**config.mk**
```make
export PLATFORM = sky130hd
export DESIGN_NAME = gate_preact
export DESIGN_NICKNAME = d
export VERILOG_FILES = /design/src/design/lstm_pkg.sv /design/src/design/gate_bias.sv /design/src/design/gate_mac.sv /design/src/design/gate_preact.sv
export SDC_FILE = /design/constraint.sdc
export NUM_CORES = 2
export LEC_CHECK = 0
export ABC_AREA = 1
export ABC_CLOCK_PERIOD_IN_PS = 11430
export BUFFER_PORTS_ARGS = -buffer_cell sky130_fd_sc_hd__clkbuf_2
export CORE_MARGIN = 2
export CORE_UTILIZATION = 46
export CTS_CLUSTER_SIZE = 16
export DETAILED_ROUTE_END_ITERATION = 8
export PLACE_DENSITY = 0.7
export SETUP_SLACK_MARGIN = 0.2
export SKIP_CTS_REPAIR_TIMING = 1
export SYNTH_ARGS = -nofsm -noshare
export SYNTH_HDL_FRONTEND = slang
export SYNTH_SLANG_ARGS = --single-unit
```
**constraint.sdc**
```tcl
create_clock -name clk -period 11.43 [get_ports clk]
set_clock_uncertainty 0.2 [all_clocks]
set_input_delay 1.7145 -clock clk [delete_from_list [all_inputs] [get_ports clk]]
set_output_delay 1.7145 -clock clk [all_outputs]
set_load 0.02 [all_outputs]
```
**src/design/lstm_pkg.sv**
```systemverilog
package lstm_pkg;

        //////////////////////////////
        // Fixed-point format
        //////////////////////////////

        // Signed word with 20 fraction bits
        localparam int WIDTH = 24;
        localparam int FRAC  = 20;

        // Guard bits so that a full lane sum cannot wrap
        localparam int ACC_W = WIDTH + 8;

        //////////////////////////////
        // Vector sizes
        //////////////////////////////

        localparam int N_IN   = 8;
        localparam int N_HID  = 4;

        // Covers the longer of the two vectors
        localparam int ADDR_W = 3;

        // Learning rate of 1/8
        localparam int LR_SHIFT = 3;

        //////////////////////////////
        // Types and load selectors
        //////////////////////////////

        typedef logic signed [WIDTH-1:0] data_t;
        typedef logic signed [ACC_W-1:0] acc_t;
        typedef logic [1:0]              ld_sel_t;

        // Which memory a load targets
        localparam ld_sel_t LD_W = 2'd0;
        localparam ld_sel_t LD_U = 2'd1;
        localparam ld_sel_t LD_B = 2'd2;

endpackage

```
**src/design/gate_bias.sv**
```systemverilog
`timescale 1ns/100ps

module gate_bias (
        input  logic              clk,
        input  logic              i_rst_n,

        input  logic              i_ld_valid,
        input  lstm_pkg::ld_sel_t i_ld_sel,
        input  lstm_pkg::data_t   i_ld_data,
        output logic              o_ld_ready,

        input  logic              i_cmd_valid,
        input  logic              i_cmd_update,
        input  lstm_pkg::data_t   i_cmd_delta,
        output logic              o_cmd_ready,

        output logic              o_start,
        output logic              o_update,
        output lstm_pkg::data_t   o_delta,

        input  logic              i_x_sum_valid,
        input  lstm_pkg::acc_t    i_x_sum,
        input  logic              i_h_sum_valid,
        input  lstm_pkg::acc_t    i_h_sum,
        output logic              o_take,

        output logic              o_res_valid,
        output lstm_pkg::data_t   o_res_data,
        input  logic              i_res_ready
);

        typedef enum logic [1:0] {ST_IDLE, ST_BUSY, ST_RES} state_t;

        state_t          state;
        logic            start_q;
        logic            upd_q;
        lstm_pkg::data_t delta_q;
        lstm_pkg::data_t bias_q;
        lstm_pkg::data_t res_q;

        lstm_pkg::acc_t  sum_all;
        lstm_pkg::data_t sat_sum;
        lstm_pkg::data_t new_bias;
        logic            cmd_fire;
        logic            in_range;

        assign cmd_fire = i_cmd_valid && (state == ST_IDLE);
        assign o_take   = (state == ST_BUSY) && i_x_sum_valid && i_h_sum_valid;

        //////////////////////////////
        // Bias combine and saturate
        //////////////////////////////

        assign sum_all  = i_x_sum + i_h_sum + lstm_pkg::acc_t'(bias_q);
        assign in_range = (&sum_all[lstm_pkg::ACC_W-1:lstm_pkg::WIDTH-1])
                          || !(|sum_all[lstm_pkg::ACC_W-1:lstm_pkg::WIDTH-1]);
        assign new_bias = bias_q - (delta_q >>> lstm_pkg::LR_SHIFT);

        always_comb begin
                if (in_range) begin
                        sat_sum = sum_all[lstm_pkg::WIDTH-1:0];
                end else if (sum_all[lstm_pkg::ACC_W-1]) begin
                        sat_sum = {1'b1, {(lstm_pkg::WIDTH-1){1'b0}}};
                end else begin
                        sat_sum = {1'b0, {(lstm_pkg::WIDTH-1){1'b1}}};
                end
        end

        //////////////////////////////
        // Command FSM
        //////////////////////////////

        always_ff @(posedge clk) begin
                if (!i_rst_n) begin
                        state   <= ST_IDLE;
                        start_q <= 1'b0;
                        upd_q   <= 1'b0;
                end else begin
                        start_q <= cmd_fire;
                        case (state)
                        ST_IDLE: if (cmd_fire) begin
                                upd_q <= i_cmd_update;
                                state <= ST_BUSY;
                        end
                        ST_BUSY: if (o_take) begin
                                state <= ST_RES;
                        end
                        ST_RES: if (i_res_ready) begin
                                state <= ST_IDLE;
                        end
                        default: state <= ST_IDLE;
                        endcase
                end
        end

        always_ff @(posedge clk) begin
                if (cmd_fire) begin
                        delta_q <= i_cmd_delta;
                end
                if (o_take) begin
                        res_q <= upd_q ? new_bias : sat_sum;
                end
        end

        // Loads only land while idle
        always_ff @(posedge clk) begin
                if (i_ld_valid && o_ld_ready && (i_ld_sel == lstm_pkg::LD_B)) begin
                        bias_q <= i_ld_data;
                end else if (o_take && upd_q) begin
                        bias_q <= new_bias;
                end
        end

        assign o_ld_ready  = (state == ST_IDLE);
        assign o_cmd_ready = (state == ST_IDLE);
        assign o_start     = start_q;
        assign o_update    = upd_q;
        assign o_delta     = delta_q;
        assign o_res_valid = (state == ST_RES);
        assign o_res_data  = res_q;

endmodule

```
**src/design/gate_mac.sv**
```systemverilog
`timescale 1ns/100ps

module gate_mac #(
        parameter int                N_TERMS  = lstm_pkg::N_IN,
        parameter lstm_pkg::ld_sel_t LANE_SEL = lstm_pkg::LD_W
) (
        input  logic                          clk,
        input  logic                          i_rst_n,

        input  logic                          i_ld_valid,
        input  lstm_pkg::ld_sel_t             i_ld_sel,
        input  logic [lstm_pkg::ADDR_W-1:0]   i_ld_addr,
        input  lstm_pkg::data_t               i_ld_data,

        input  logic                          i_start,
        input  logic                          i_update,
        input  lstm_pkg::data_t               i_delta,

        input  logic                          i_term_valid,
        output logic                          o_term_ready,
        input  lstm_pkg::data_t               i_term_data,

        output logic                          o_sum_valid,
        output lstm_pkg::acc_t                o_sum,
        input  logic                          i_take
);

        localparam int CNT_W = (N_TERMS > 1) ? $clog2(N_TERMS) : 1;

        lstm_pkg::data_t                     weight_mem [N_TERMS];
        logic [CNT_W-1:0]                    cnt;
        logic                                active;
        logic                                sum_valid;
        lstm_pkg::acc_t                      acc;

        lstm_pkg::data_t                     w_rd;
        lstm_pkg::data_t                     mul_a;
        lstm_pkg::data_t                     mul_b;
        logic signed [2*lstm_pkg::WIDTH-1:0] prod;
        logic signed [2*lstm_pkg::WIDTH-1:0] prod_sh;

        logic                                term_fire;
        logic                                last_term;
        logic                                ld_hit;

        //////////////////////////////
        // Datapath
        //////////////////////////////

        assign term_fire = i_term_valid && active;
        assign last_term = (int'(cnt) == N_TERMS - 1);

        // Only this lane's selector, and only addresses it holds
        assign ld_hit = i_ld_valid && (i_ld_sel == LANE_SEL) && (int'(i_ld_addr) < N_TERMS);

        assign w_rd = weight_mem[cnt];

        // One multiplier for w*x forward and delta*(x/8) on update
        assign mul_a   = i_update ? i_delta : w_rd;
        assign mul_b   = i_update ? (i_term_data >>> lstm_pkg::LR_SHIFT) : i_term_data;
        assign prod    = mul_a * mul_b;
        assign prod_sh = prod >>> lstm_pkg::FRAC;

        //////////////////////////////
        // Weight memory
        //////////////////////////////

        always_ff @(posedge clk) begin
                if (term_fire && i_update) begin
                        weight_mem[cnt] <= w_rd - lstm_pkg::data_t'(prod_sh);
                end else if (ld_hit) begin
                        weight_mem[i_ld_addr[CNT_W-1:0]] <= i_ld_data;
                end
        end

        //////////////////////////////
        // Term sequencing
        //////////////////////////////

        always_ff @(posedge clk) begin
                if (!i_rst_n) begin
                        active    <= 1'b0;
                        sum_valid <= 1'b0;
                        cnt       <= '0;
                end else begin
                        if (i_start) begin
                                active <= 1'b1;
                                cnt    <= '0;
                        end else if (term_fire) begin
                                if (last_term) begin
                                        active    <= 1'b0;
                                        sum_valid <= 1'b1;
                                end else begin
                                        cnt <= cnt + 1'b1;
                                end
                        end

                        // Sum is held until the bias stage takes it
                        if (i_take) begin
                                sum_valid <= 1'b0;
                        end
                end
        end

        // Stays zero through an update pass
        always_ff @(posedge clk) begin
                if (i_start) begin
                        acc <= '0;
                end else if (term_fire && !i_update) begin
                        acc <= acc + lstm_pkg::acc_t'(prod_sh);
                end
        end

        assign o_term_ready = active;
        assign o_sum_valid  = sum_valid;
        assign o_sum        = acc;

endmodule

```
**src/design/gate_preact.sv**
```systemverilog
`timescale 1ns/100ps

module gate_preact (
        input  logic                        clk,
        input  logic                        i_rst_n,

        input  logic                        i_ld_valid,
        input  lstm_pkg::ld_sel_t           i_ld_sel,
        input  logic [lstm_pkg::ADDR_W-1:0] i_ld_addr,
        input  lstm_pkg::data_t             i_ld_data,
        output logic                        o_ld_ready,

        input  logic                        i_cmd_valid,
        input  logic                        i_cmd_update,
        input  lstm_pkg::data_t             i_cmd_delta,
        output logic                        o_cmd_ready,

        input  logic                        i_x_valid,
        output logic                        o_x_ready,
        input  lstm_pkg::data_t             i_x_data,

        input  logic                        i_h_valid,
        output logic                        o_h_ready,
        input  lstm_pkg::data_t             i_h_data,

        output logic                        o_res_valid,
        output lstm_pkg::data_t             o_res_data,
        input  logic                        i_res_ready
);

        logic            ld_wr;
        logic            start;
        logic            update;
        lstm_pkg::data_t delta;
        logic            take;
        logic            x_sum_valid;
        lstm_pkg::acc_t  x_sum;
        logic            h_sum_valid;
        lstm_pkg::acc_t  h_sum;

        // Weight writes follow the same handshake as the bias
        assign ld_wr = i_ld_valid && o_ld_ready;

        //////////////////////////////
        // Input path for W times x
        //////////////////////////////

        gate_mac #(
                .N_TERMS  (lstm_pkg::N_IN),
                .LANE_SEL (lstm_pkg::LD_W)
        ) u_x_lane (
                .clk          (clk),
                .i_rst_n      (i_rst_n),
                .i_ld_valid   (ld_wr),
                .i_ld_sel     (i_ld_sel),
                .i_ld_addr    (i_ld_addr),
                .i_ld_data    (i_ld_data),
                .i_start      (start),
                .i_update     (update),
                .i_delta      (delta),
                .i_term_valid (i_x_valid),
                .o_term_ready (o_x_ready),
                .i_term_data  (i_x_data),
                .o_sum_valid  (x_sum_valid),
                .o_sum        (x_sum),
                .i_take       (take)
        );

        //////////////////////////////
        // Recurrent path for U times h
        //////////////////////////////

        gate_mac #(
                .N_TERMS  (lstm_pkg::N_HID),
                .LANE_SEL (lstm_pkg::LD_U)
        ) u_h_lane (
                .clk          (clk),
                .i_rst_n      (i_rst_n),
                .i_ld_valid   (ld_wr),
                .i_ld_sel     (i_ld_sel),
                .i_ld_addr    (i_ld_addr),
                .i_ld_data    (i_ld_data),
                .i_start      (start),
                .i_update     (update),
                .i_delta      (delta),
                .i_term_valid (i_h_valid),
                .o_term_ready (o_h_ready),
                .i_term_data  (i_h_data),
                .o_sum_valid  (h_sum_valid),
                .o_sum        (h_sum),
                .i_take       (take)
        );

        gate_bias u_bias (
                .clk           (clk),
                .i_rst_n       (i_rst_n),
                .i_ld_valid    (i_ld_valid),
                .i_ld_sel      (i_ld_sel),
                .i_ld_data     (i_ld_data),
                .o_ld_ready    (o_ld_ready),
                .i_cmd_valid   (i_cmd_valid),
                .i_cmd_update  (i_cmd_update),
                .i_cmd_delta   (i_cmd_delta),
                .o_cmd_ready   (o_cmd_ready),
                .o_start       (start),
                .o_update      (update),
                .o_delta       (delta),
                .i_x_sum_valid (x_sum_valid),
                .i_x_sum       (x_sum),
                .i_h_sum_valid (h_sum_valid),
                .i_h_sum       (h_sum),
                .o_take        (take),
                .o_res_valid   (o_res_valid),
                .o_res_data    (o_res_data),
                .i_res_ready   (i_res_ready)
        );

endmodule

```
# Yosys cells after proc, flatten, opt, wreduce, memory -nomap -nowiden
# Memories as Yosys holds them, arrays and structs flattened. A register that Yosys moved wholly into a read port is not among the register bits.
# Cells that the tools add are included.
totals:
  register_bits: 149
  in_bits: 109
  mem_count: 2
  output_inout_bits: 29
  ramBits: 288
  elab_cells: 119
mem_list:
  columns: ["name", "depth", "word_bits", "rd", "rd_clocked_by_memory_dff", "wr", "line_no", "source"]
  rows:
  - ["u_x_lane.weight_mem", 8, 24, 1, 1, 1, "gate_mac.sv:30", "lstm_pkg::data_t weight_mem [N_TERMS];"]
  - ["u_h_lane.weight_mem", 4, 24, 1, 1, 1, "gate_mac.sv:30", null]
classes:
  addsub: 9
  eq_ne: 9
  n_reduce_logical: 39
  n_bitwise: 4
  multipliers: 2
  mux: 39
  order_cmp: 1
op_table:
  columns: ["op", "count"]
  rows:
  - ["two-way mux 24 bit", 9]
  - ["multiplier 24 x 24 -> 48 bit", 2]
  - ["adder 32 x 28 -> 32 bit", 2]
  - ["OR reduction 24 bit", 2]
  - ["subtractor 24 bit", 2]
  - ["two-way mux 23 bit", 2]
  - ["adder 32 x 24 -> 32 bit", 1]
  - ["adder 32 bit", 1]
  - ["subtractor 24 x 21 -> 24 bit", 1]
  - ["two-way mux 1 bit", 18]
  - ["logical AND 1 bit", 15]
  - ["two-way mux 2 bit", 6]
  - ["AND reduction 2 bit", 5]
  - ["nonzero test 2 bit", 5]
  - ["two-way mux 3 bit", 3]
  - ["AND reduction 3 bit", 3]
  - ["AND reduction 9 bit", 1]
  - ["OR reduction 9 bit", 1]
  - ["equality test 2 x 1 -> 1 bit (second input constant)", 3]
  - ["case mux 2 bit (3 select lines)", 1]
  - ["equality test 2 bit (second input constant)", 2]
  - ["zero test 2 bit", 2]
  - ["inequality test 2 x 1 -> 1 bit (second input constant)", 2]
  - ["inverter 1 bit", 4]
  - ["8 further kinds", 10]

# Depth between registers and ports, before layout
logic_depth:
  word_depth: 9
  depth_mapped: 54
  depth_no_buf: 51

# Hierarchy
# A second synthesis with hierarchy kept.
hier_totals:
  hier_cells: 8496
  area_unflattened_um2: 71128.2
modules_own_cells:
  columns: ["module", "cells_each", "instances", "seq_area_each_um2", "area_per_inst_um2"]
  rows:
  - ["gate_mac at u_x_lane", 3968, 1, 6566.3, 33895.0]
  - ["gate_mac at u_h_lane", 3584, 1, 3643.5, 29809.8]
  - ["gate_bias", 942, 1, 2242.2, 7415.9]
  - ["gate_preact", 2, 1, 0.0, 7.5]

# Least setup slack after synthesis
# No wires, ideal clock.
synth_path:
  path_kind: "in2reg"
  startpoint: "input port i_x_data[4]"
  endpoint: "register u_x_lane.acc[28], in the netlist u_x_lane.o_sum[28]"
  path_slack_ps: 1330
  arrival_time_ps: 9784
  path_buffers: 1
  setup_time_ps: 116
  required_time_ps: 11114
  cell_stages: 36
  path_cell_list: "or2_0 > o21ai_1 > clkbuf_1 > nor2_1 > fa_1 > fa_1 > inv_1 > fa_1 > inv_1 > fa_1 > fa_1 > fa_1 > inv_1 > fa_1 > inv_1 > ha_1 > a21oi_1 > o21ai_0 > o21bai_1 > o21bai_1 > xnor2_1 > inv_1 > ha_1 > nand2_1 > nor2_1 > nor3b_1 > nand4_1 > nand3_1 > nand2_1 > nand2_1 > a21boi_0 > o21bai_1 > and2_1 > o21ai_0 > o211ai_1 > inv_1"
synth_between:
  elab_chain_cells: 3
synth_rtl:
  columns: ["element", "line_no", "source"]
  rows:
  - ["start: declaration", "gate_preact.sv:20", "input lstm_pkg::data_t i_x_data,"]
  - ["two-way mux 23 bit", "gate_mac.sv:60", "assign mul_b = i_update ? (i_term_data >>> lstm_pkg::LR_SHIFT) : i_term_data;"]
  - ["multiplier 24 x 24 -> 48 bit", "gate_mac.sv:61", "assign prod = mul_a * mul_b;"]
  - ["adder 32 x 28 -> 32 bit", "gate_mac.sv:110", "acc <= acc + lstm_pkg::acc_t'(prod_sh);"]
  - ["end signal: assignment", "gate_mac.sv:110", null]
  - ["end: declaration", "gate_mac.sv:34", "lstm_pkg::acc_t acc;"]
# No other way between the ends.
# A chain may end at the register's enable or synchronous reset.

==> results by group <==
Synth
  – Simple-gate share of the synthesized area: 15.86%
  – Top cells by area, synth: fa_1 36%, edfxtp_1 16%, inv_1 9.4%, ha_1 7.8%, nand2_1 7.2%
  – Cells after synthesis: a little over 8k
  – EDFF count, synth: between 300 and 400
  – Count of cell types in the netlist: 66
  – Xor and xnor area share after synthesis: 2.138%
  – Area share of fa/ha/maj cells after synthesis: 44.00%
  – Synthesized area: 69,060 µm²
  – Synthesized Nets: 9,876
  – Post-synth ARST share: 0%
  – Register area share after synthesis: a little under a fifth
  – Area leader, netlist: fa_1
  – Largest family of logic cells by synthesized area: adder cells
  – Mux cell area share after synthesis: less than 1%
  – Top cell type's share of synthesized area: a little over a third
  – Compound-gate portion of the synthesized area: under 10%
  – Synth warn: 0
  – Mean Syn Cell Area: about 8.5 µm²
  – Ys flop type: edfxtp_1
  – Yosys reg bits: between 400 and 500

Floorplanning
  – Die Ht: approximately 400 µm
  – Initial core utilization: 46.22%
  – Io pins: 138
  – Die X: 391.5 µm
  – Row count: between 100 and 150
  – Core ar.: between 100,000 and 150,000 µm²
  – Die area: about 150,000 µm²

Timing
  – Relative slew margins: 17.93%
  – Hold Vio Cnt, Final: 0
  – Min cycle time layout: between 10,000 and 15,000 ps
  – RSZ-0062 raised after global routing: false
  – Final period util: 94.33%
  – Achievable frequency: ~93 MHz
  – Final setup vio count: 0
  – Pins Over Slew Limit: 0
  – Setup_tns: 0 ps
  – Slew at the pin with the worst max-slew slack: roughly 1200 ps

Critical path
  – Data required, critical path: around 12,000 ps
  – Reg2reg setup slack: 650 ps
  – CP arrival: between 10,000 and 15,000 ps
  – Critical Path Fanout Max: 96
  – Slowest cell on crit path: fa_1
  – CP Capture Type: flop
  – CP Launch Type: flop
  – CP Buf/Inv Count: 12
  – CP peak stage delay: 720 ps
  – CP delay by family, top: adder cells
  – Kind of critical path: flop to flop

Clock network
  – CTS tree: done
  – Buffer depth of the longest clock path: 3
  – Htree depth: 2
  – Clock Latency Late Sink: between 600 and 700 ps
  – Clock sink count: around 440
  – CTS clk-pin slew, worst paths: 70 ps
  – Root buffer cell: clkbuf_16
  – Num CTS Buffers: 42

Drt
  – Via Count: approximately 57k
  – Total routed wirelength: roughly 220,000 µm
  – DRC: 0
  – First-pass detailed-route iteration total: 6
  – Number of DRC markers in iteration 0: ~5.7k
  – Vias/cell: roughly 5.4
  – WL/cell: approximately 21 µm
  – Antenna-violating nets left: 0

Place
  – HPWL Detailed: 185,400 µm
  – GP Congestion: between 1 and 1.5
  – I/O Buffers: between 100 and 150

Min path
  – Tightest Hold Check Type: flop to flop

Run status
  – Status: finished clean

Cells and area
  – Layout cells sized above 1: around 9.7%
  – Area Growth Syn to Fin: 10.25%
  – Nets: around 10k

Global routing
  – First-pass GRT wire length: about 350,000 µm
  – GRT Residual Overflow: 0
  – Initial antenna violation count: 4
  – GR Util All Layers: 29.85%
  – Largest net degree at the start of global routing: 97
  – Number of global-route vias before repair: 58.00k

Run
  – Max cap viols: 0
==> final timing paths <==
check                                     startpoint                    to  cells past startpoint
worst max-delay path                            flop    u_x_lane.o_sum[29]                     39
worst min-delay path            u_x_lane.o_sum_valid  u_x_lane.o_sum_valid                      2
worst max register to register                  flop    u_x_lane.o_sum[29]                     39
worst min register to register  u_x_lane.o_sum_valid  u_x_lane.o_sum_valid                      2
==> cells in the mapped netlist, types with 82 or more instances <==
| cell type | instances |
|---|---|
| a21oi_1 | 304 |
| nor2_1 | 1046 |
| fa_1 | 1249 |
| edfxtp_1 | 360 |
| nand2_1 | 1329 |
| nand3_1 | 176 |
| xor2_1 | 97 |
| o21ai_0 | 389 |
| ha_1 | 430 |
| clkbuf_1 | 193 |
| inv_1 | 1721 |
| dfxtp_1 | 82 |
==> worst reg2reg max path: cells and delay by family (launching register included) <==
family | cells | cell delay [ps]
compound gates | 10 | 2090
xor+xnor | 1 | 330
fa+ha+maj | 9 | 4610
buf+inv | 12 | 2020
flops | 1 | 390
simple gates | 7 | 1000
==> logic make-up after synthesis <==
group,count (synthesis)
AO/OA/AOI/OAI,1041
XOR/XNOR,166
adder cells (fa/ha/maj),1679
buffers and inverters,2029
flip-flops,442
multiplexers,1
AND/OR/NAND/NOR,2730
==> sequential cells by signal, indices dropped and copies added, names as in the netlist, named ones only <==
| signal | cells |
|---|---|
| u_bias.bias_q | 24 |
| u_bias.o_delta | 24 |
| u_bias.o_res_data | 24 |
| u_bias.o_start | 1 |
| u_bias.o_update | 1 |
| u_bias.state | 2 |
| u_h_lane.cnt | 2 |
| u_h_lane.o_sum | 32 |
| u_h_lane.o_sum_valid | 1 |
| u_h_lane.o_term_ready | 1 |
| u_h_lane.weight_mem | 96 |
| u_x_lane.cnt | 3 |
| u_x_lane.o_sum | 32 |
| u_x_lane.o_sum_valid | 1 |
| u_x_lane.o_term_ready | 1 |
| u_x_lane.weight_mem | 192 |
==> layout make-up <==
class,instances,area [µm²]
Multi-Input combinational cell,5617,48990
Fill cell,13925,73280
Clock buffer,49,1097
Sequential cell,442,12460
Clock inverter,29,357.8
Antenna cell,3,7.507
Tap cell,2016,2522
Inverter,1754,6618
Timing Repair Buffer,576,4093
==> routing by layer <==
metal / up-vias / global-route usage, % / share of wire (%)
met5: - / 0 / 0
met4: 0 / 11.53 / 4.5
met3: 455 / 5.910 / 10
met2: 2856 / 45.57 / 44
met1: 28249 / 41.90 / 41
li1: 25459 / - / -
==> per-stage QoR <==
| step | hold slack, ps | cell area (µm²) | worst slack, ps | std cells | util [%] |
|---|---|---|---|---|---|
| 3_5_place_dp | 269.5 | 74510 | 268.1 | 10396 | 49.87 |
| 5_1_grt | 305.3 | 76140 | 198.3 | 10483 | 50.95 |
| 3_3_place_gp | 254.7 | 74510 | 377.1 | 10396 | 49.87 |
| 2_1_floorplan | 239.6 | 69060 | 1330 | 8088 | - |
| 6_report | 281.0 | 76140 | 648.0 | 10486 | 50.96 |
| 4_1_cts | 291.6 | 75970 | 447.5 | 10474 | 50.84 |
==> placed cells by master, fill, tap and decap left out, types with 137 or more instances in the layout <==
cell type / instances
inv_1: 1717
edfxtp_1: 360
nand3_1: 176
fa_1: 1248
buf_4: 430
ha_1: 430
a21oi_1: 303
o21ai_0: 375
nand2_1: 1328
nor2_1: 1030
clkbuf_2: 137
Power is not shown: default switching activity piles up to over one toggle a cycle in this logic, so the estimate is an artifact.
